==> src/source/vec_defs.svh <==
//////////////////////////////////////////////////
// Sizing constants and the major opcode of the
// vector slice, included wherever they are used
//////////////////////////////////////////////////

`ifndef VEC_DEFS_SVH
`define VEC_DEFS_SVH

// Vector register length in bits
`define VEC_VLEN 128

// Same length in bytes
`define VEC_VLENB (`VEC_VLEN / 8)

// Architectural vector registers
`define VEC_NRVREG 8

// Widest element, also the scalar operand width
`define VEC_ELEN 32

// OP-V major opcode
`define VEC_MAJOR 7'b1010111

`endif
==> src/source/vec_pkg.sv <==
//////////////////////////////////////////////////
// Shared types of the vector slice: opcodes, vtype
// fields, the decoded request and the core-facing
// issue, response and result records
//////////////////////////////////////////////////

`include "vec_defs.svh"

package vec_pkg;

  // vl and vstart hold up to VLENB * 8 elements
  typedef logic [$clog2(`VEC_VLENB * 8 + 1)-1:0] vlen_t;
  typedef logic [`VEC_ELEN-1:0] elen_t;
  typedef logic [4:0] reg_idx_t;
  typedef logic [3:0] id_t;

  // Instruction bits 31:28
  typedef enum logic [3:0] {
    OP_VSETVL      = 4'd0,
    OP_CSRR        = 4'd1,
    OP_CSRW_VSTART = 4'd2,
    OP_VADD_VV     = 4'd3,
    OP_VADD_VX     = 4'd4,
    OP_VMV_VX      = 4'd5,
    OP_VMV_XS      = 4'd6
  } vec_op_e;

  typedef enum logic [1:0] {SEW_8, SEW_16, SEW_32, SEW_RES} vec_sew_e;

  // Signed order, the fractions come last
  typedef enum logic [2:0] {
    LMUL_1, LMUL_2, LMUL_4, LMUL_8, LMUL_RES, LMUL_F8, LMUL_F4, LMUL_F2
  } vec_lmul_e;

  // Instruction bits 27:26
  typedef enum logic [1:0] {CSR_VSTART, CSR_VL, CSR_VTYPE, CSR_VLENB} vec_csr_e;

  typedef enum logic {CON, VFU} vec_unit_e;

  typedef struct packed {
    logic      vill;
    vec_sew_e  vsew;
    vec_lmul_e vlmul;
  } vtype_t;

  typedef struct packed {
    vec_op_e   op;
    vec_unit_e ex_unit;
    reg_idx_t  vd;
    reg_idx_t  vs1;
    reg_idx_t  vs2;
    reg_idx_t  rd;
    elen_t     rs1;
    elen_t     rs2;
    vec_csr_e  csr;
    logic      use_rd;
    logic      keep_vl;
    vtype_t    vtype_new;
    id_t       id;
    // Stamped by the controller at issue
    vlen_t     vl;
    vlen_t     vstart;
    vtype_t    vtype;
  } vec_req_t;

  typedef struct packed {
    logic [31:0] instr;
    elen_t       rs1;
    elen_t       rs2;
    id_t         id;
  } x_issue_req_t;

  typedef struct packed {
    id_t  id;
    logic accept;
    logic writeback;
  } x_issue_resp_t;

  typedef struct packed {
    id_t      id;
    reg_idx_t rd;
    elen_t    data;
  } x_result_t;

  typedef struct packed {
    id_t      id;
    reg_idx_t rd;
    elen_t    data;
    logic     writeback;
  } vec_rsp_t;

endpackage

==> src/source/vec_decoder.sv <==
//////////////////////////////////////////////////
// Instruction decoder. Registers each taken offer
// and presents the decoded request one cycle later
//////////////////////////////////////////////////

`timescale 1ns/10ps

`include "vec_defs.svh"

module vec_decoder
  import vec_pkg::*;
(
  input  logic         clk_i,
  input  logic         rst_ni,
  input  logic         issue_valid_i,
  input  x_issue_req_t issue_req_i,
  output logic         dec_valid_o,
  output vec_req_t     dec_req_o,
  output logic         dec_illegal_o
);

  logic         valid_q;
  x_issue_req_t req_q;
  logic [31:0]  instr;
  logic         bad_reg;

  // True for an index past the register file
  function automatic logic out_of_range(input reg_idx_t idx);
    return idx >= reg_idx_t'(`VEC_NRVREG);
  endfunction

  always_ff @(posedge clk_i or negedge rst_ni) begin
    if (!rst_ni) begin
      valid_q <= 1'b0;
    end else begin
      valid_q <= issue_valid_i;
    end
  end

  always_ff @(posedge clk_i) begin
    if (issue_valid_i) begin
      req_q <= issue_req_i;
    end
  end

  assign instr = req_q.instr;

  always_comb begin
    dec_req_o           = '0;
    dec_req_o.op        = vec_op_e'(instr[31:28]);
    dec_req_o.ex_unit   = CON;
    dec_req_o.vd        = instr[11:7];
    dec_req_o.rd        = instr[11:7];
    dec_req_o.vs1       = instr[19:15];
    dec_req_o.vs2       = instr[24:20];
    dec_req_o.rs1       = req_q.rs1;
    dec_req_o.rs2       = req_q.rs2;
    dec_req_o.csr       = vec_csr_e'(instr[27:26]);
    dec_req_o.vtype_new = vtype_t'(instr[25:20]);
    dec_req_o.id        = req_q.id;
    bad_reg             = 1'b0;

    unique case (instr[31:28])
      OP_VSETVL: begin
        dec_req_o.use_rd  = 1'b1;
        // x0 source and x0 destination keep the current vl
        dec_req_o.keep_vl = (instr[19:15] == '0) && (instr[11:7] == '0);
      end
      OP_CSRR: dec_req_o.use_rd = 1'b1;
      OP_CSRW_VSTART: ;
      OP_VADD_VV: begin
        dec_req_o.ex_unit = VFU;
        bad_reg = out_of_range(instr[11:7]) | out_of_range(instr[19:15])
                | out_of_range(instr[24:20]);
      end
      OP_VADD_VX: begin
        dec_req_o.ex_unit = VFU;
        bad_reg = out_of_range(instr[11:7]) | out_of_range(instr[24:20]);
      end
      OP_VMV_VX: begin
        dec_req_o.ex_unit = VFU;
        bad_reg = out_of_range(instr[11:7]);
      end
      OP_VMV_XS: begin
        dec_req_o.ex_unit = VFU;
        dec_req_o.use_rd  = 1'b1;
        bad_reg = out_of_range(instr[24:20]);
      end
      default: bad_reg = 1'b1;
    endcase
  end

  assign dec_valid_o   = valid_q;
  assign dec_illegal_o = (instr[6:0] != `VEC_MAJOR) | bad_reg;

endmodule

==> config.mk <==
export PLATFORM = sky130hd
export DESIGN_NAME = vec_decoder
export DESIGN_NICKNAME = d
export VERILOG_FILES = /design/src/source/vec_pkg.sv /design/src/source/vec_decoder.sv
export VERILOG_INCLUDE_DIRS = /design/src /design/src/source
export SDC_FILE = /design/constraint.sdc
export NUM_CORES = 1
export LEC_CHECK = 0
export ABC_AREA = 0
export BUFFER_PORTS_ARGS = -buffer_cell sky130_fd_sc_hd__buf_2
export CORE_ASPECT_RATIO = 1.5
export CORE_UTILIZATION = 40
export DETAILED_ROUTE_END_ITERATION = 10
export PLACE_DENSITY = 0.77
export SYNTH_ARGS = -nofsm -noshare
export SYNTH_HDL_FRONTEND = slang
export SYNTH_SLANG_ARGS = --single-unit
==> constraint.sdc <==
create_clock -name clk_i -period 3 [get_ports clk_i]
set_clock_uncertainty 0.15 [all_clocks]
set_input_delay 0.45 -clock clk_i [delete_from_list [all_inputs] [get_ports clk_i]]
set_output_delay 0.45 -clock clk_i [all_outputs]
set_load 0.1 [all_outputs]
=== Word-level counts from Yosys, hierarchy flattened ===
Cells that the tools add are included.

* Register bits: 101
* Input port bits: 103
* Output and inout bits: 127
* Logic and storage cells: 30

* $lt $le $gt $ge: 3
* Eq/ne operators: 7
* Muxes and demuxes: 4
* Bitwise gates (word level): 4
* Reductions and logical operators: 7

{| class="wikitable"
|+ Operators by type and width
! kind !! count
|-
| $ge 5x4->1 const B || 3
|-
| $eq 4x3->1 const B || 3
|-
| $logic_not 5->1 || 2
|-
| $eq 4x2->1 const B || 2
|-
| $ne 7x7->1 const B || 1
|-
| $reduce_or 3->1 || 2
|-
| $pmux 1 s5 || 1
|-
| $eq 4x1->1 const B || 1
|-
| $logic_not 4->1 || 1
|-
| $or 1x1->1 || 4
|-
| $reduce_or 4->1 || 1
|-
| $mux 1 || 3
|-
| $logic_and 1x1->1 || 1
|}

=== Logic depth before layout (Yosys ltp) ===
Gate-level depths: netlist of run 1.

* Depth after elaboration: 5
* Mapped depth: 4
* Gate-level depth less buffers: 4

=== Worst setup path after synthesis of run 1 ===
OpenSTA, ideal clock, no wires.

* Path kind: register -> output
* From: register req_q (netlist bit instr[31])
* To: output dec_illegal_o
* Arrival time: 2163 ps
* Data required time: 2400 ps
* Path slack: 237 ps
* Cell stages (with the launch flop): 4
* Buffers on the path: 0
* Cells stage by stage: edfxtp_1 > nor3b_1 > a21oi_1 > o211ai_1

* Word-level cells in the longest chain between the ends: 4
* Elaborated cells between the ends (all ways): 10
* Classes of those cells: 6 x eq/ne; 1 x mux; 1 x bitwise; 2 x reduce/logical

{| class="wikitable"
|+ RTL lines
! element !! line !! text
|-
| start: declaration || vec_decoder.sv:23 || <nowiki>x_issue_req_t req_q;</nowiki>
|-
| start signal: assignment || vec_decoder.sv:42 || <nowiki>req_q <= issue_req_i;</nowiki>
|-
| $eq 4x1->1 (tied with other cells) || vec_decoder.sv:63 || <nowiki>unique case (instr[31:28])</nowiki>
|-
| $reduce_or 3->1 (no source line) || n/a ||
|-
| $pmux 1 s5 * || vec_decoder.sv:63 ||
|-
| $or 1x1->1 * || vec_decoder.sv:94 || <nowiki>assign dec_illegal_o = (instr[6:0] != `VEC_MAJOR) | bad_reg;</nowiki>
|-
| end: declaration || vec_decoder.sv:19 || <nowiki>output logic dec_illegal_o</nowiki>
|}

Mark *: on every way between the ends. The rest lies on a longest branch, timed or not.

==> run metrics, run 1 <==
kind of start point of the critical path register; count of routing violations after the opening detailed-route iteration 56; area fraction of the dominant cell type after synthesis 0.828; peak per-stage delay on the critical path 0.44 ns; final setup fails 0; Critical Setup Path Class reg2out; antenna violations before repair 2; Layout area overhead 32.6%; end-of-flow core utilization 0.551; average routed wire per standard cell 14.7 um; fraction of the yosys area taken by sequential cells 0.836; fraction of final layout cells sized beyond drive strength 1 0.601; cell total after placement ~460; vias per std cell approximately 4.3; post-cts resize count 0; ordered list of cells on the worst path nor4_1 > and4_1 > buf_2; outcome finished, final reports clean; EDFF count, synth between 90 and 100; router iterations before antenna repair 4; total standard cell area after synthesis 0.00352 mm2; critical path data arrival time 1.83 ns; total global routing track utilization 0.144; remaining number of nets flagged by the antenna check after routing 0; max-capacitance violation count 0; final layout net count 466; dominant cells by area after synthesis sky130_fd_sc_hd__edfxtp_1 (83%), sky130_fd_sc_hd__buf_4 (12%), sky130_fd_sc_hd__dfrtp_1 (0.71%); final-report max-slew violation count 0; final wirelength 6980 um; ANT cells 0; Floorplan Core Area 0.00846 mm2; vias in the first global route around 1,900; area enclosed by the die boundary 0.00918 mm2; syn_area_per_cell 19.6 um2; vias after detailed routing 2,030; Hold Violations, Final 0; launch point of the worst hold path issue_req_i[15]; worst hold endpoint dec_req_o[47]; TritonCTS clock tree done; number of buffers inserted by port buffering approximately 200; dominant cell type by area after synthesis sky130_fd_sc_hd__edfxtp_1; largest net degree at the start of global routing 60; number of warning messages in the yosys log 0; clock tree root driver cell sky130_fd_sc_hd__clkbuf_16; Hold Path Depth 1; clock buffer count from CTS 9; maximum count of clock buffers along a single path 2; Tightest Pin Transition between 0.5 and 0.6 ns; worst slew margin relative to its limit 0.648; I/O pin count 230; estimated wirelength of the detail-placed design ~5400 um; Max Clock Freq 0.412 GHz; gr ovfl total 0; final cycle utilization of the critical path 0.809; initial core utilization 0.415; count of H-tree levels built during CTS 3; gpl congestion about 0.7; path category of the worst min-delay check in2reg; instance count of the mapped netlist ~180; number of design rule violations left after detail routing 0; leak pwr 2.03 nW; final cell count without fillers 475; count of distinct cell types in the synthesized netlist 20; Horiz. Die Dim between 70 and 80 um; Async SR Flop Fraction 0.0102; highest net fanout along the worst path 3; unrepaired setup endpoints after global routing false; Setup Fix Bufs, Post-CTS 0; power density cells approximately 840 mW/mm2; standard-cell rows 41; floorplan die height around 120 um; most numerous cell in the Yosys netlist sky130_fd_sc_hd__edfxtp_1; number of synthesized register bits between 90 and 100; sum of negative setup slack 0 ns; maximum vdd drop 0.494 mV; crit path time final 2.43 ns; filler cell count ~730; top cells by count, synth sky130_fd_sc_hd__edfxtp_1 (97), sky130_fd_sc_hd__buf_4 (54), sky130_fd_sc_hd__nor2_1 (6), sky130_fd_sc_hd__nand2_1 (4); endpoint type of the worst setup path output port; top flip-flop cell by instance count after synthesis sky130_fd_sc_hd__edfxtp_1; Worst-path clk slew about 0.06 ns; Crit-path slowest cell sky130_fd_sc_hd__nor4_1; wire length of the first global-routing pass 9270 um; number of sinks on the clock net between 90 and 100; CP required approximately 2.4 ns
-- report_power, final --
group	leakage [nW]	switching, mW	internal (mW)	total [mW]
clock	0.135	0.442	0.638	1.08
sequential	0.961	0.0393	1.63	1.67
combinational	0.938	1.02	0.128	1.15
-- per-layer routing --
layer | track usage | routed length, um | vias to the layer above
met5 | 0 | 23 | -
met4 | 0.0679 | 85 | 4
met3 | 0.0690 | 641 | 10
met2 | 0.256 | 3980 | 120
met1 | 0.140 | 2260 | 942
li1 | - | - | 954
-- layout by cell type, fill, tap and decap left out, types with 2 or more instances in the layout --
cell type / Yosys / layout
sky130_fd_sc_hd__edfxtp_1: 97 / 97
sky130_fd_sc_hd__nor4_1: 2 / 2
sky130_fd_sc_hd__buf_2: 0 / 203
sky130_fd_sc_hd__clkinv_1: 0 / 3
sky130_fd_sc_hd__a21oi_1: 2 / 2
sky130_fd_sc_hd__conb_1: 1 / 22
sky130_fd_sc_hd__nand2_1: 4 / 4
sky130_fd_sc_hd__nor2_1: 6 / 6
sky130_fd_sc_hd__clkbuf_16: 0 / 9
-- sequential cells by signal, summed over array words and instances (netlist names) --
signal / count
dec_req_o: 68
instr: 29
dec_valid_o: 1
-- stage by stage --
step | cell area [um2] | hold WS (ns) | worst slack [ns] | power [mW]
6_report | 4660 | 0.138 | 0.573 | 3.90
5_1_grt | 4660 | 0.122 | 0.500 | 4.01
4_1_cts | 4660 | 0.123 | 0.529 | 3.94
3_5_place_dp | 4370 | 0.0779 | 0.893 | 2.85
3_3_place_gp | 4370 | 0.0754 | 0.892 | 2.84
2_1_floorplan | 3590 | 0.00441 | 0.237 | 2.72
-- cell families (layout without fill, tap and decap cells) --
logic type	Yosys count	after routing	synth area share
AO/OA/AOI/OAI	5	5	0.0114
XOR/XNOR	1	1	0.00249
buffers and inverters	55	223	0.116
flip-flops	98	98	0.836
other	1	22	0.00107
AND/OR/NAND/NOR	19	19	0.0331
-- worst max path at each step --
stage | startpoint | endpoint | slack (ns) | cells after the start
2_1_floorplan | instr[31] | dec_illegal_o | 0.24 | 3
3_3_place_gp | instr[8] | dec_req_o[32] | 0.89 | 3
3_5_place_dp | instr[8] | dec_req_o[32] | 0.89 | 3
4_1_cts | instr[8] | dec_req_o[32] | 0.53 | 3
5_1_grt | instr[10] | dec_req_o[32] | 0.50 | 3
6_report | instr[8] | dec_req_o[32] | 0.57 | 3
-- critical path, delay by kind of cell, from the launching register on --
kind,cells,cell delay [ns]
buffers and inverters,1,0.42
flip-flops,1,0.40
AND/OR/NAND/NOR,2,0.68
-- final cells by class --
type,count,area (um2),share of cell area
flip-flops and latches,98,2940,0.630
repair buffers,206,1050,0.226
multi-input cells,47,248,0.0531
clock buffers,10,229,0.0491
well taps,107,134,0.0287
clock inverters,6,57.6,0.0123
inverters,1,3.75,0.000805
-- what timing repair did --
| item | in CTS | in global routing |
|---|---|---|
| hold buffers | 1 | 0 |
| endpoints found under the hold margin | 1 | 0 |
| setup endpoints to repair | 0 | 0 |
Power figures use the tool's default switching activity.
==> run 2: changes to the inputs <==
Clock period 3 ns to 2.53 ns, I/O delays scaled along.
==> run 2 against run 1 <==
Against the previous run: cell count up 0.21%; worst setup slack worse by 0.39 ns; sequential share of layout area up 0.14 points; power up 16%; worst hold slack worse by 0.071 ns; flip-flop and latch count unchanged.
==> run metrics, run 2 (synthesis gave the netlist of run 1 again) <==
area used by sequential logic in the layout 0.00294 mm2 (unchanged); crit path time final 2.34 ns; Horiz. Die Dim 78.6 um (unchanged); final cycle utilization of the critical path 0.927; number of buffers inserted by port buffering 204 (unchanged); placement-stage cell area 0.00438 mm2 (+0.29%); Final Power 4.54 mW (+16%); TritonCTS clock tree done; Tightest Pin Transition 0.531 ns (+0.00309 ns); Max Clock Freq 0.426 GHz; final setup fails 0 (unchanged); commonest non-fill, non-tap cell in the layout sky130_fd_sc_hd__buf_2; antenna violations before repair 2 (unchanged); I/O pin count 230 (unchanged); highest net fanout along the worst path 4 (+1); number of design rule violations left after detail routing 0 (unchanged); Crit-path slowest cell sky130_fd_sc_hd__edfxtp_1; crit path buf inv count 1 (unchanged); Critical Setup Path Class reg2out; area enclosed by the die boundary 0.00918 mm2 (unchanged); gate family responsible for the most delay along the worst path simple AND/OR/NAND/NOR gates; path category of the worst min-delay check in2reg; power density cells 975 mW/mm2 (+17%); filler cell count 706 (-2.9%); Layout area overhead 32.3%; critical path data arrival time 1.82 ns (about the same); maximum vdd drop 0.626 mV (+27%); total global routing track utilization 0.143 (-0.00167); Largest register FFs 68 (unchanged); leak pwr 2.03 nW (-0.31%); count of H-tree levels built during CTS 3 (unchanged); post-cts resize count 0 (unchanged); peak per-stage delay on the critical path 0.44 ns (about the same); largest net degree at the start of global routing 56 (-6.7%); gpl congestion 0.703 (+1.5%); final layout net count 467 (+0.21%); Post-Place Setup Slack 0.482 ns (-0.411 ns); Floorplan Core Area 0.00846 mm2 (unchanged); final wirelength 6870 um (-1.5%); Hold Violations, Final 0 (unchanged); unrepaired setup endpoints after global routing false; gr ovfl total 0 (unchanged); endpoint type of the worst setup path output port; post-layout instance area 0.00465 mm2 (-0.21%); vias after detailed routing 2,049 (+0.94%); standard-cell rows 41 (unchanged); clock tree root driver cell sky130_fd_sc_hd__clkbuf_16; Setup Fix Bufs, Post-CTS 0 (unchanged); multi-input combinational cell area 253 um2 (+2.0%); remaining number of nets flagged by the antenna check after routing 0 (unchanged); ordered list of cells on the worst path nor4_2 > and4_1 > buf_2; final-report max-slew violation count 0 (unchanged); initial core utilization 0.415 (unchanged); Worst-path clk slew 0.06 ns (about the same); average routed wire per standard cell 14.4 um (-1.8%); router iterations before antenna repair 4 (unchanged); max-capacitance violation count 0 (unchanged); vias in the first global route 1,904 (+1.9%); wire length of the first global-routing pass 9250 um (-0.29%); commonest cells after routing, fill and taps aside sky130_fd_sc_hd__buf_2 (203), sky130_fd_sc_hd__edfxtp_1 (97), sky130_fd_sc_hd__conb_1 (22); estimated wirelength of the detail-placed design 5350 um (-1.7%); maximum count of clock buffers along a single path 2 (unchanged); Final WS setup 0.185 ns (-0.388 ns); kind of start point of the critical path register; fraction of final layout cells sized beyond drive strength 1 0.609 (+0.00815); floorplan die height 117 um (unchanged); clock buffer count from CTS 9 (unchanged); vias per std cell 4.30 (+0.72%); count of routing violations after the opening detailed-route iteration 83 (+48%); CP required 2.00 ns (-0.40 ns); worst slew margin relative to its limit 0.649 (about the same); minimum hold slack 0.0678 ns (-0.0707 ns); number of sinks on the clock net 98 (unchanged); sum of negative setup slack 0 ns (unchanged); outcome finished, final reports clean
run 2: layout make-up:
class                           instances  share of cell area
Sequential cell                        98               0.631
Timing Repair Buffer                  207               0.228
Multi-Input combinational cell         47              0.0543
Clock buffer                           10              0.0492
Tap cell                              107              0.0288
Clock inverter                          5             0.00699
Inverter                                1            0.000807
Antenna cell                            1            0.000538
run 2: path summary, 6_finish.rpt:
path	from	endpoint	slack [ns]	cells after the start
setup / recovery	instr[10]	dec_req_o[32]	0.19	3
hold / removal	issue_req_i[39]	dec_req_o[71]	0.07	1
max in group asynchronous	rst_ni	dec_valid_o	1.95	2
min in group asynchronous	rst_ni	dec_valid_o	0.20	2
run 2: routing by layer:
| layer | GRT usage | share of wire | vias up |
|---|---|---|---|
| li1 | - | - | 953 |
| met1 | 0.142 | 0.34 | 938 |
| met2 | 0.243 | 0.53 | 139 |
| met3 | 0.0643 | 0.10 | 17 |
| met4 | 0.0877 | 0.025 | 2 |
| met5 | 0 | 0.0019 | - |
run 2: timing repair:
item	in CTS	in global routing
hold buffers	1	0
setup endpoints to repair	0	0
hold endpoints to repair	1	0
run 2: power breakdown:
group	switching [mW]	total, mW	leakage, nW	internal (mW)
clock	0.539	1.20	0.122	0.657
sequential	0.0441	1.97	0.961	1.93
combinational	1.21	1.37	0.945	0.153
run 2: stage by stage:
| step | std cells | util |
|---|---|---|
| after floorplan | 200 | - |
| after global routing | 475 | 0.549 |
| after global placement | 459 | 0.517 |
| final | 476 | 0.550 |
| after detailed placement | 459 | 0.517 |
| after CTS | 475 | 0.549 |
