<file path="config.mk">
export PLATFORM = sky130hd
export DESIGN_NAME = vec_controller
export DESIGN_NICKNAME = d
export VERILOG_FILES = /design/src/source/vec_pkg.sv /design/src/source/vec_controller.sv
export VERILOG_INCLUDE_DIRS = /design/src /design/src/source
export SDC_FILE = /design/constraint.sdc
export NUM_CORES = 1
export LEC_CHECK = 0
export BUFFER_PORTS_ARGS = -buffer_cell sky130_fd_sc_hd__buf_2
export CAP_MARGIN = 10
export CORE_MARGIN = 10
export CORE_UTILIZATION = 48
export CTS_CLUSTER_DIAMETER = 150
export DETAILED_ROUTE_END_ITERATION = 8
export MAX_ROUTING_LAYER = met4
export PLACE_DENSITY_LB_ADDON = 0.1
export REMOVE_ABC_BUFFERS = 1
export SETUP_SLACK_MARGIN = 0.5
export SLEW_MARGIN = 25
export SYNTH_ARGS = -nofsm -noshare
export SYNTH_HDL_FRONTEND = slang
export SYNTH_SLANG_ARGS = --single-unit
</file>
<file path="constraint.sdc">
create_clock -name clk_i -period 4.5 [get_ports clk_i]
set_input_delay 0.45 -clock clk_i [delete_from_list [all_inputs] [get_ports clk_i]]
set_output_delay 0.45 -clock clk_i [all_outputs]
set_load 0.02 [all_outputs]
</file>
<file path="src/source/vec_defs.svh">
//////////////////////////////////////////////////
// Sizing constants and the major opcode of the
// vector slice, included wherever they are used
//////////////////////////////////////////////////

`ifndef VEC_DEFS_SVH
`define VEC_DEFS_SVH

// Vector register length in bits
`define VEC_VLEN 128

// Same length in bytes
`define VEC_VLENB (`VEC_VLEN / 8)

// Architectural vector registers
`define VEC_NRVREG 8

// Widest element, also the scalar operand width
`define VEC_ELEN 32

// OP-V major opcode
`define VEC_MAJOR 7'b1010111

`endif
</file>
<file path="src/source/vec_pkg.sv">
//////////////////////////////////////////////////
// Shared types of the vector slice: opcodes, vtype
// fields, the decoded request and the core-facing
// issue, response and result records
//////////////////////////////////////////////////

`include "vec_defs.svh"

package vec_pkg;

  // vl and vstart hold up to VLENB * 8 elements
  typedef logic [$clog2(`VEC_VLENB * 8 + 1)-1:0] vlen_t;
  typedef logic [`VEC_ELEN-1:0] elen_t;
  typedef logic [4:0] reg_idx_t;
  typedef logic [3:0] id_t;

  // Instruction bits 31:28
  typedef enum logic [3:0] {
    OP_VSETVL      = 4'd0,
    OP_CSRR        = 4'd1,
    OP_CSRW_VSTART = 4'd2,
    OP_VADD_VV     = 4'd3,
    OP_VADD_VX     = 4'd4,
    OP_VMV_VX      = 4'd5,
    OP_VMV_XS      = 4'd6
  } vec_op_e;

  typedef enum logic [1:0] {SEW_8, SEW_16, SEW_32, SEW_RES} vec_sew_e;

  // Signed order, the fractions come last
  typedef enum logic [2:0] {
    LMUL_1, LMUL_2, LMUL_4, LMUL_8, LMUL_RES, LMUL_F8, LMUL_F4, LMUL_F2
  } vec_lmul_e;

  // Instruction bits 27:26
  typedef enum logic [1:0] {CSR_VSTART, CSR_VL, CSR_VTYPE, CSR_VLENB} vec_csr_e;

  typedef enum logic {CON, VFU} vec_unit_e;

  typedef struct packed {
    logic      vill;
    vec_sew_e  vsew;
    vec_lmul_e vlmul;
  } vtype_t;

  typedef struct packed {
    vec_op_e   op;
    vec_unit_e ex_unit;
    reg_idx_t  vd;
    reg_idx_t  vs1;
    reg_idx_t  vs2;
    reg_idx_t  rd;
    elen_t     rs1;
    elen_t     rs2;
    vec_csr_e  csr;
    logic      use_rd;
    logic      keep_vl;
    vtype_t    vtype_new;
    id_t       id;
    // Stamped by the controller at issue
    vlen_t     vl;
    vlen_t     vstart;
    vtype_t    vtype;
  } vec_req_t;

  typedef struct packed {
    logic [31:0] instr;
    elen_t       rs1;
    elen_t       rs2;
    id_t         id;
  } x_issue_req_t;

  typedef struct packed {
    id_t  id;
    logic accept;
    logic writeback;
  } x_issue_resp_t;

  typedef struct packed {
    id_t      id;
    reg_idx_t rd;
    elen_t    data;
  } x_result_t;

  typedef struct packed {
    id_t      id;
    reg_idx_t rd;
    elen_t    data;
    logic     writeback;
  } vec_rsp_t;

endpackage

</file>
<file path="src/source/vec_controller.sv">
//////////////////////////////////////////////////
// Vector CSRs, vl computation and the one-entry
// request buffer. Answers every decoded offer and
// merges CSR retirements with unit results
//////////////////////////////////////////////////

`timescale 1ns/10ps

`include "vec_defs.svh"

module vec_controller
  import vec_pkg::*;
(
  input  logic          clk_i,
  input  logic          rst_ni,
  // Decoded offer
  input  logic          dec_valid_i,
  input  vec_req_t      dec_req_i,
  input  logic          dec_illegal_i,
  // Core issue side
  output logic          x_issue_ready_o,
  output logic          x_issue_resp_valid_o,
  output x_issue_resp_t x_issue_resp_o,
  // Functional unit
  output logic          unit_req_valid_o,
  output vec_req_t      unit_req_o,
  input  logic          unit_ready_i,
  input  logic          unit_rsp_valid_i,
  input  vec_rsp_t      unit_rsp_i,
  // Core result side
  output logic          x_result_valid_o,
  output x_result_t     x_result_o
);

  localparam vtype_t VTYPE_VILL = '{vill: 1'b1, vsew: SEW_8, vlmul: LMUL_1};

  function automatic vlen_t calc_vlmax(input vtype_t vt);
    vlen_t vlmax;
    vlmax = vlen_t'(`VEC_VLENB) >> vt.vsew;
    case (vt.vlmul)
      LMUL_2:  vlmax = vlmax << 1;
      LMUL_4:  vlmax = vlmax << 2;
      LMUL_8:  vlmax = vlmax << 3;
      LMUL_F2: vlmax = vlmax >> 1;
      LMUL_F4: vlmax = vlmax >> 2;
      default: ;
    endcase
    return vlmax;
  endfunction

  // Reserved encodings, or SEW above 32 times the fraction
  function automatic logic vtype_bad(input vtype_t vt);
    return (vt.vsew == SEW_RES) || (vt.vlmul == LMUL_RES) || (vt.vlmul == LMUL_F8)
        || ((vt.vlmul == LMUL_F2) && (vt.vsew == SEW_32))
        || ((vt.vlmul == LMUL_F4) && (vt.vsew != SEW_8));
  endfunction

  // log2 of SEW/LMUL relative to SEW 8
  function automatic int sew_lmul_ratio(input vtype_t vt);
    logic signed [2:0] lmul_s;
    lmul_s = vt.vlmul;
    return int'(vt.vsew) - int'(lmul_s);
  endfunction

  vlen_t     vstart_q, vstart_d;
  vlen_t     vl_q, vl_d;
  vtype_t    vtype_q, vtype_d;
  vec_req_t  buf_q, cur_req;
  logic      buf_full_q;
  x_result_t res_q, con_result;
  logic      res_valid_q;
  logic      accept, dec_go, dec_stall, buf_stall, buf_go, buf_load, cur_go;
  logic      con_retire;
  vlen_t     new_vlmax;

  //////////////////////////////////////////////////
  // Accept, issue or hold
  //////////////////////////////////////////////////

  assign accept = ~dec_illegal_i & ~((dec_req_i.ex_unit == VFU) & vtype_q.vill);
  assign dec_go = dec_valid_i & accept;

  // A unit request waits for the unit, a CSR retirement for the result port
  assign dec_stall = (dec_req_i.ex_unit == VFU) ? ~unit_ready_i : res_valid_q;
  assign buf_stall = (buf_q.ex_unit == VFU) ? ~unit_ready_i : res_valid_q;
  assign buf_load  = dec_go & dec_stall;
  assign buf_go    = buf_full_q & ~buf_stall;
  assign cur_go    = buf_go | (dec_go & ~dec_stall);
  assign cur_req   = buf_full_q ? buf_q : dec_req_i;

  assign con_retire       = cur_go & (cur_req.ex_unit == CON);
  assign unit_req_valid_o = cur_go & (cur_req.ex_unit == VFU);
  assign x_issue_ready_o  = ~buf_full_q & ~buf_load;

  assign x_issue_resp_valid_o = dec_valid_i;
  assign x_issue_resp_o = '{id: dec_req_i.id, accept: accept,
                            writeback: accept & dec_req_i.use_rd};

  always_comb begin
    unit_req_o        = cur_req;
    unit_req_o.vl     = vl_q;
    unit_req_o.vstart = vstart_q;
    unit_req_o.vtype  = vtype_q;
  end

  //////////////////////////////////////////////////
  // CSR update
  //////////////////////////////////////////////////

  assign new_vlmax = calc_vlmax(cur_req.vtype_new);

  always_comb begin
    vstart_d = vstart_q;
    vl_d     = vl_q;
    vtype_d  = vtype_q;
    if (unit_req_valid_o) begin
      vstart_d = '0;
    end
    if (con_retire && (cur_req.op == OP_CSRW_VSTART)) begin
      vstart_d = vlen_t'(cur_req.rs1);
    end
    if (con_retire && (cur_req.op == OP_VSETVL)) begin
      vtype_d = '{vill: 1'b0, vsew: cur_req.vtype_new.vsew, vlmul: cur_req.vtype_new.vlmul};
      if (vtype_bad(cur_req.vtype_new)) begin
        vtype_d = VTYPE_VILL;
        vl_d    = '0;
      end else if (cur_req.keep_vl) begin
        // Keeping vl is only legal at the same SEW/LMUL ratio
        if (sew_lmul_ratio(cur_req.vtype_new) != sew_lmul_ratio(vtype_q)) begin
          vtype_d = VTYPE_VILL;
          vl_d    = '0;
        end
      end else if (cur_req.vs1 == '0) begin
        vl_d = new_vlmax;
      end else begin
        vl_d = (cur_req.rs1 < elen_t'(new_vlmax)) ? vlen_t'(cur_req.rs1) : new_vlmax;
      end
    end
  end

  //////////////////////////////////////////////////
  // Results
  //////////////////////////////////////////////////

  always_comb begin
    con_result    = '0;
    con_result.id = cur_req.id;
    con_result.rd = cur_req.rd;
    if (cur_req.op == OP_VSETVL) begin
      con_result.data = elen_t'(vl_d);
    end else begin
      case (cur_req.csr)
        CSR_VSTART: con_result.data = elen_t'(vstart_q);
        CSR_VL:     con_result.data = elen_t'(vl_q);
        CSR_VTYPE:  con_result.data = elen_t'(vtype_q);
        default:    con_result.data = elen_t'(`VEC_VLENB);
      endcase
    end
  end

  // Registered unit result has priority, a colliding retirement waits in the buffer
  assign x_result_valid_o = res_valid_q | (con_retire & cur_req.use_rd);
  assign x_result_o       = res_valid_q ? res_q : con_result;

  always_ff @(posedge clk_i or negedge rst_ni) begin
    if (!rst_ni) begin
      vstart_q    <= '0;
      vl_q        <= '0;
      vtype_q     <= VTYPE_VILL;
      buf_full_q  <= 1'b0;
      res_valid_q <= 1'b0;
    end else begin
      vstart_q    <= vstart_d;
      vl_q        <= vl_d;
      vtype_q     <= vtype_d;
      buf_full_q  <= buf_load | (buf_full_q & ~buf_go);
      res_valid_q <= unit_rsp_valid_i & unit_rsp_i.writeback;
    end
  end

  always_ff @(posedge clk_i) begin
    if (buf_load) begin
      buf_q <= dec_req_i;
    end
    if (unit_rsp_valid_i) begin
      res_q <= '{id: unit_rsp_i.id, rd: unit_rsp_i.rd, data: unit_rsp_i.data};
    end
  end

  assert property (@(posedge clk_i) disable iff (!rst_ni) unit_req_valid_o |-> unit_ready_i)
    else $error("unit request issued while the unit is busy");

  assert property (@(posedge clk_i) disable iff (!rst_ni) buf_load |-> !buf_full_q)
    else $error("request buffer loaded while full");

endmodule

</file>
Word level (Yosys, flattened, before mapping)
Cells that the tools add are included.
- add/sub/neg operators: 2
- magnitude comparators: 1
- equality and inequality tests: 13
- shift operators: 1
- mux-type cells: 18
- bitwise logic cells: 25
- reductions and logical operators: 13
- operators with widths (cell ; number):
    125-bit two-way mux ; 1
    8-bit two-way mux ; 9
    41-bit two-way mux ; 1
    8-bit one-hot mux with 5 select lines ; 1
    32-bit by 8-bit less-than comparator with 1-bit output ; 1
    8-bit one-hot mux with 3 select lines ; 1
    6-bit two-way mux ; 3
    1-bit bitwise AND ; 13
    3-bit equality test (second input constant) ; 4
    1-bit NOT ; 9
    5-bit by 2-bit >> shifter with 8-bit output (first input constant) ; 1
    3-bit by 3-bit subtractor with 4-bit output ; 2
    2-bit equality test (second input constant) ; 3
    3-bit by 2-bit equality test with 1-bit output (second input constant) ; 2
    5-bit zero test ; 1
    4-bit by 2-bit equality test with 1-bit output (second input constant) ; 1
    1-bit logical AND ; 4
    4-bit zero test ; 1
    1-bit logical OR ; 4
    4-bit inequality test ; 1
    2-bit nonzero test ; 2
    3-bit by 1-bit equality test with 1-bit output (second input constant) ; 1
    1-bit OR ; 3
    2-bit by 1-bit equality test with 1-bit output (second input constant) ; 1
    2 further kinds ; 3
- flip-flop bits (word level): 190

Logic depth before layout (Yosys ltp)
- depth in word-level cells: 11
- mapped depth: 18

Worst setup path after synthesis
No wires, ideal clock.
- kind: input to output
- start point: in dec_req_i[120] (netlist bit)
- end point: out x_issue_ready_o
- data arrival time: 3.662 ns
- path slack: 0.388 ns
- stages on the path: 4
- path through: nand2b_1 -> o21ai_0 -> and3_1 -> nor2_1
- cells in the longest elaborated chain, start to end: 7
- ends and longest elaborated chain (element ; RTL line ; RTL):
    from (decl) ; vec_controller.sv:18 ; input vec_req_t dec_req_i,
    1-bit bitwise AND ; vec_controller.sv:80 ; assign accept = ~dec_illegal_i & ~((dec_req_i.ex_unit == VFU) & vtype_q.vill);
    1-bit NOT ; vec_controller.sv:80 ;
    1-bit bitwise AND ; vec_controller.sv:80 ;
    1-bit bitwise AND ; vec_controller.sv:81 ; assign dec_go = dec_valid_i & accept;
    1-bit bitwise AND * ; vec_controller.sv:86 ; assign buf_load = dec_go & dec_stall;
    net buf_load ; vec_controller.sv:72 ; logic accept, dec_go, dec_stall, buf_stall, buf_go, buf_load, cur_go;
    1-bit NOT * ; vec_controller.sv:93 ; assign x_issue_ready_o = ~buf_full_q & ~buf_load;
    1-bit bitwise AND * ; vec_controller.sv:93 ;
    to (decl) ; vec_controller.sv:21 ; output logic x_issue_ready_o,
The timed path passes the listed nets; every way through them passes the cells marked *.

==> results.txt <==
----------------------------------------------------
[Timing]
  Count of pins over their slew limit ... 0
  Unrepaired setup endpoints after global routing ... yes
  Tcrit/Tclk final ... 0.965
  Worst-margin pin slew ... about 0.94 ns
  Max-slew headroom ... 0.374
  Count of final hold-check violations ... 0
  Achievable frequency ... 230 MHz
  Setup Skew ... 0.0103 ns
  Fin Setup TNS ... 0 ns
  Setup WS post-layout ... ~0.16 ns
  Final critical-path required period ... 4.34 ns
  Final number of setup-violating endpoints ... 0

[Critical path]
  CP peak stage delay ... between 0.5 and 0.6 ns
  Critical Path RT ... 4.05 ns
  Path type of the worst setup path ... flop to primary output
  Element type at the critical path end ... primary output
  Endpoint of the worst register-to-register path ... vl_q[2]
  Cell family contributing the most delay on the critical path ... compound AO/OA/AOI/OAI gates
  Data arrival time of the worst path ... between 3 and 4 ns
  Most prevalent standard cell on the critical path ... buf_6
  CP max stage cell ... dfrtp_4
  Levels on crit path ... 16
  Register-to-register setup slack ... 1.08 ns
  Critical Path Source Type ... flop
  CP startpoint ... buf_full_q
  Crit-path cells ... buf_6 -> mux2i_4 -> buf_6 -> nand3_2 -> a211oi_2 -> a21oi_2 -> ha_1 -> a21o_1 -> a21oi_2 -> o2bb2ai_1 -> nand4b_1 -> buf_6 -> nor3b_2 -> a211o_1 -> o221a_1 -> buf_6
  Number of cells on the worst reg-to-reg path ... 16
  Worst setup path endpoint ... x_result_o[2]
  Max FO, Critical Path ... 6
  Number of buffer and inverter stages on the critical path ... 4
  Startpoint of the worst-slack reg-to-reg timing path ... buf_full_q

[Logic synthesis]
  Top_reg_cell synth ... edfxtp_1
  Number of synthesized flops with an enable pin ... 144
  Ys async rst share ... 0.143
  Gate Count Post-Synth ... 587
  Most area-hungry cell type in the Yosys netlist ... edfxtp_1
  Count of synthesis-stage warnings from yosys ... 0
  Most frequent cell after synthesis ... edfxtp_1
  Sequential area share after synthesis ... 0.600
  Total of flip-flops plus latches after synthesis ... 168
  Mean instance size in the synthesized netlist ... 14.0 sq um
  Total standard cell area after synthesis ... 8220 sq um
  Top cell types by occurrence after synthesis ... edfxtp_1, mux2_2, nand2_1
  Area share of the largest cell type after synthesis ... 0.526
  Number of different library cells in the post-synthesis netlist ... 60
  Top area cells in the synthesized netlist ... edfxtp_1, mux2_2, dfrtp_1

[Status]
  Run status ... complete, no violations

[Placement]
  Post-DP Area ... 10000 sq um
  Input/output buffers ... roughly 330
  Pre-CTS worst setup slack ... 0.381 ns
  Gp weighted congestion ... 0.852
  DPL Wire Length ... 19.5 mm

[Clock tree]
  TritonCTS clock tree ... built
  Sink count of the clock tree ... 168
  Clock-pin slew of the registers on the worst-case setup and hold paths ... 0.07 ns
  Later-pin clock latency in the skew report ... between 0.4 and 0.5 ns
  Clock buffer depth ... 2
  Number of buffers created by CTS ... 17
  Cell chosen for the clock root ... clkbuf_16
  Number of H-tree levels ... 4

[Cells and area]
  Fillers ... 1275
  P&R area growth vs syn ... 36.5%
  Reg area ... around 4900 sq um
  Layout cells sized above 1 ... 0.577
  Post-layout net count ... around 1100
  Final std cell area, no fill ... 11200 sq um
  Area of the multi-input gates ... 3130 sq um

[Detailed routing]
  Violation count after the first detailed-route iteration ... 379
  Post-DRT Antenna Nets ... 0
  Number of detailed-routing iterations run before antenna repair ... 5
  Per-cell via count in the routed design ... between 5 and 6
  Post-DR wirelength/cell ... 21.7 microns
  Total via count after detailed routing ... 6449
  Total length of routed wires ... about 26 mm
  Remaining DRCs ... 0

[Global routing]
  Wire length of the first global-routing pass ... ~38 mm
  Largest net degree at the start of global routing ... 58
  Global route overflow ... 0
  Initial antenna violation count ... 5
  Total GRT Usage ... 0.227
  Number of global-route vias before repair ... 6859

[Power and ir drop]
  Clock group share of total power ... 0.372
  Internal power ... 3.08 mW
  Peak VDD IR ... 0.000268 V
  Net switching power of the design ... between 1 and 1.5 mW
  Power per cell area ... 382 nW/um^2
  Share of total power in combinational logic ... 0.203
  Switching share of power ... 0.281
  Relative contribution of sequential cells to total power ... 0.425
  Sum of internal, switching and leakage power ... 4.28 mW
  Leakage power figure ... between 4 and 5 nW

[Floorplanning]
  I/O pin count ... 349
  Core ar. ... 16700 sq um
  Area of the die ... 22700 sq um
  Width of the die ... 151 microns
  Initial cell density of the core ... 0.492
  Die Span Y ... about 150 microns
  Number of standard-cell rows in the floorplan ... 47

[Min path]
  HP Class ... input port to flop

[Run]
  Max-cap check violation count ... 0

----------------------------------------------------
==> layer usage <==
metal	global-route usage	vias up	part of all wire
li1	-	3001	-
met1	0.240	3114	0.37
met2	0.386	299	0.52
met3	0.0880	35	0.097
met4	0.0722	0	0.018
met5	-	-	0
==> cell type report <==
| class | instances | share of cell area |
|---|---|---|
| Inverter | 26 | 0.00893 |
| Sequential cell | 168 | 0.440 |
| Multi-Input combinational cell | 362 | 0.279 |
| Antenna cell | 5 | 0.00112 |
| Timing Repair Buffer | 381 | 0.190 |
| Clock buffer | 17 | 0.0379 |
| Tap cell | 220 | 0.0245 |
| Clock inverter | 15 | 0.0192 |
==> power groups by stage <==
stage	clock network, mW	logic [mW]	registers [mW]
2_1_floorplan	0	0.446	1.88
3_3_place_gp	0	0.775	1.85
3_5_place_dp	0	0.788	1.85
4_1_cts	1.62	0.848	1.82
5_1_grt	1.68	0.932	1.83
6_report	1.59	0.867	1.82
==> layout by cell type (no fill, tap or decap), types with 3 or more instances in the layout <==
| cell type | n |
|---|---|
| mux2_2 | 95 |
| inv_2 | 6 |
| mux2i_1 | 17 |
| o2111ai_1 | 6 |
| dfrtp_1 | 22 |
| inv_8 | 3 |
| o22ai_1 | 13 |
| nor2_1 | 13 |
| nor4_1 | 9 |
| buf_2 | 319 |
| o21ai_1 | 4 |
| o221a_1 | 4 |
| edfxtp_1 | 144 |
| a21oi_1 | 13 |
| o21ai_0 | 10 |
| and2_1 | 26 |
| diode_2 | 5 |
| a21oi_2 | 4 |
| buf_4 | 48 |
| nor3_2 | 4 |
| clkbuf_16 | 17 |
| inv_1 | 19 |
| or3_1 | 3 |
| buf_6 | 11 |
| inv_6 | 3 |
| nand4_1 | 4 |
| bufinv_16 | 4 |
| nand2_1 | 38 |
| mux2_4 | 3 |
| a211o_1 | 4 |
| mux2i_4 | 5 |
| nand3_1 | 4 |
| a21o_1 | 8 |
| nor3b_2 | 5 |
| xnor2_1 | 7 |
| ha_1 | 9 |
| nor3_1 | 9 |
==> what timing repair did <==
action,CTS,global route
resized for setup,42,8
hold buffers,1,0
endpoints found under the hold margin,12,0
endpoints found under the setup margin,8,8
gates cloned,1,0
buffers inserted,34,10
pin swaps,21,11
==> worst register-to-register path, cell delays in order (launching register included) <==
cell and delay (ns):
dfrtp_4 0.53, buf_6 0.16, mux2i_4 0.30, buf_6 0.14, nand3_2 0.06, a211oi_2 0.28, a21oi_2 0.08, ha_1 0.30
a21o_1 0.17, a21oi_2 0.12, o2bb2ai_1 0.09, nand4b_1 0.25, buf_6 0.19, nor3b_2 0.15, a211o_1 0.25, buf_4 0.14
buf_4 0.12
==> worst min path at each step <==
stage | cells after the start | slack, ns | start | endpoint
floorplan | 0 | 0.15 | rst_ni | buf_full_q
global placement | 1 | 0.46 | rst_ni | vstart_q[0]
detailed placement | 1 | 0.46 | rst_ni | unit_req_o[3]
CTS | 1 | 0.17 | unit_rsp_i[11] | res_q[10]
global route | 1 | 0.17 | unit_rsp_i[17] | res_q[16]
finish | 1 | 0.19 | unit_rsp_i[15] | res_q[14]
==> metrics by stage <==
step / cells / util / hold WS (ns)
3_3_place_gp: 1111 / 0.600 / 0.463
3_5_place_dp: 1111 / 0.600 / 0.461
4_1_cts: 1179 / 0.664 / 0.174
5_1_grt: 1194 / 0.671 / 0.171
2_1_floorplan: 556 / - / 0.154
6_report: 1194 / 0.671 / 0.192
==> cell families after synthesis <==
kind of cell,count (synthesis),synth area share
buffers and inverters,57,0.0353
XOR/XNOR,8,0.00853
adder cells (fa/ha/maj),13,0.0216
AO/OA/AOI/OAI,88,0.0768
AND/OR/NAND/NOR,131,0.0862
flip-flops,168,0.600
multiplexers,122,0.172
==> sequential cells by signal, indices dropped and copies added, names as in the netlist <==
register and count:
res_q 41, vstart_q 8, vl_q 8, buf_q 103, unit_req_o 6, buf_full_q 1, res_valid_q 1
(Power assumes the default switching activity.)
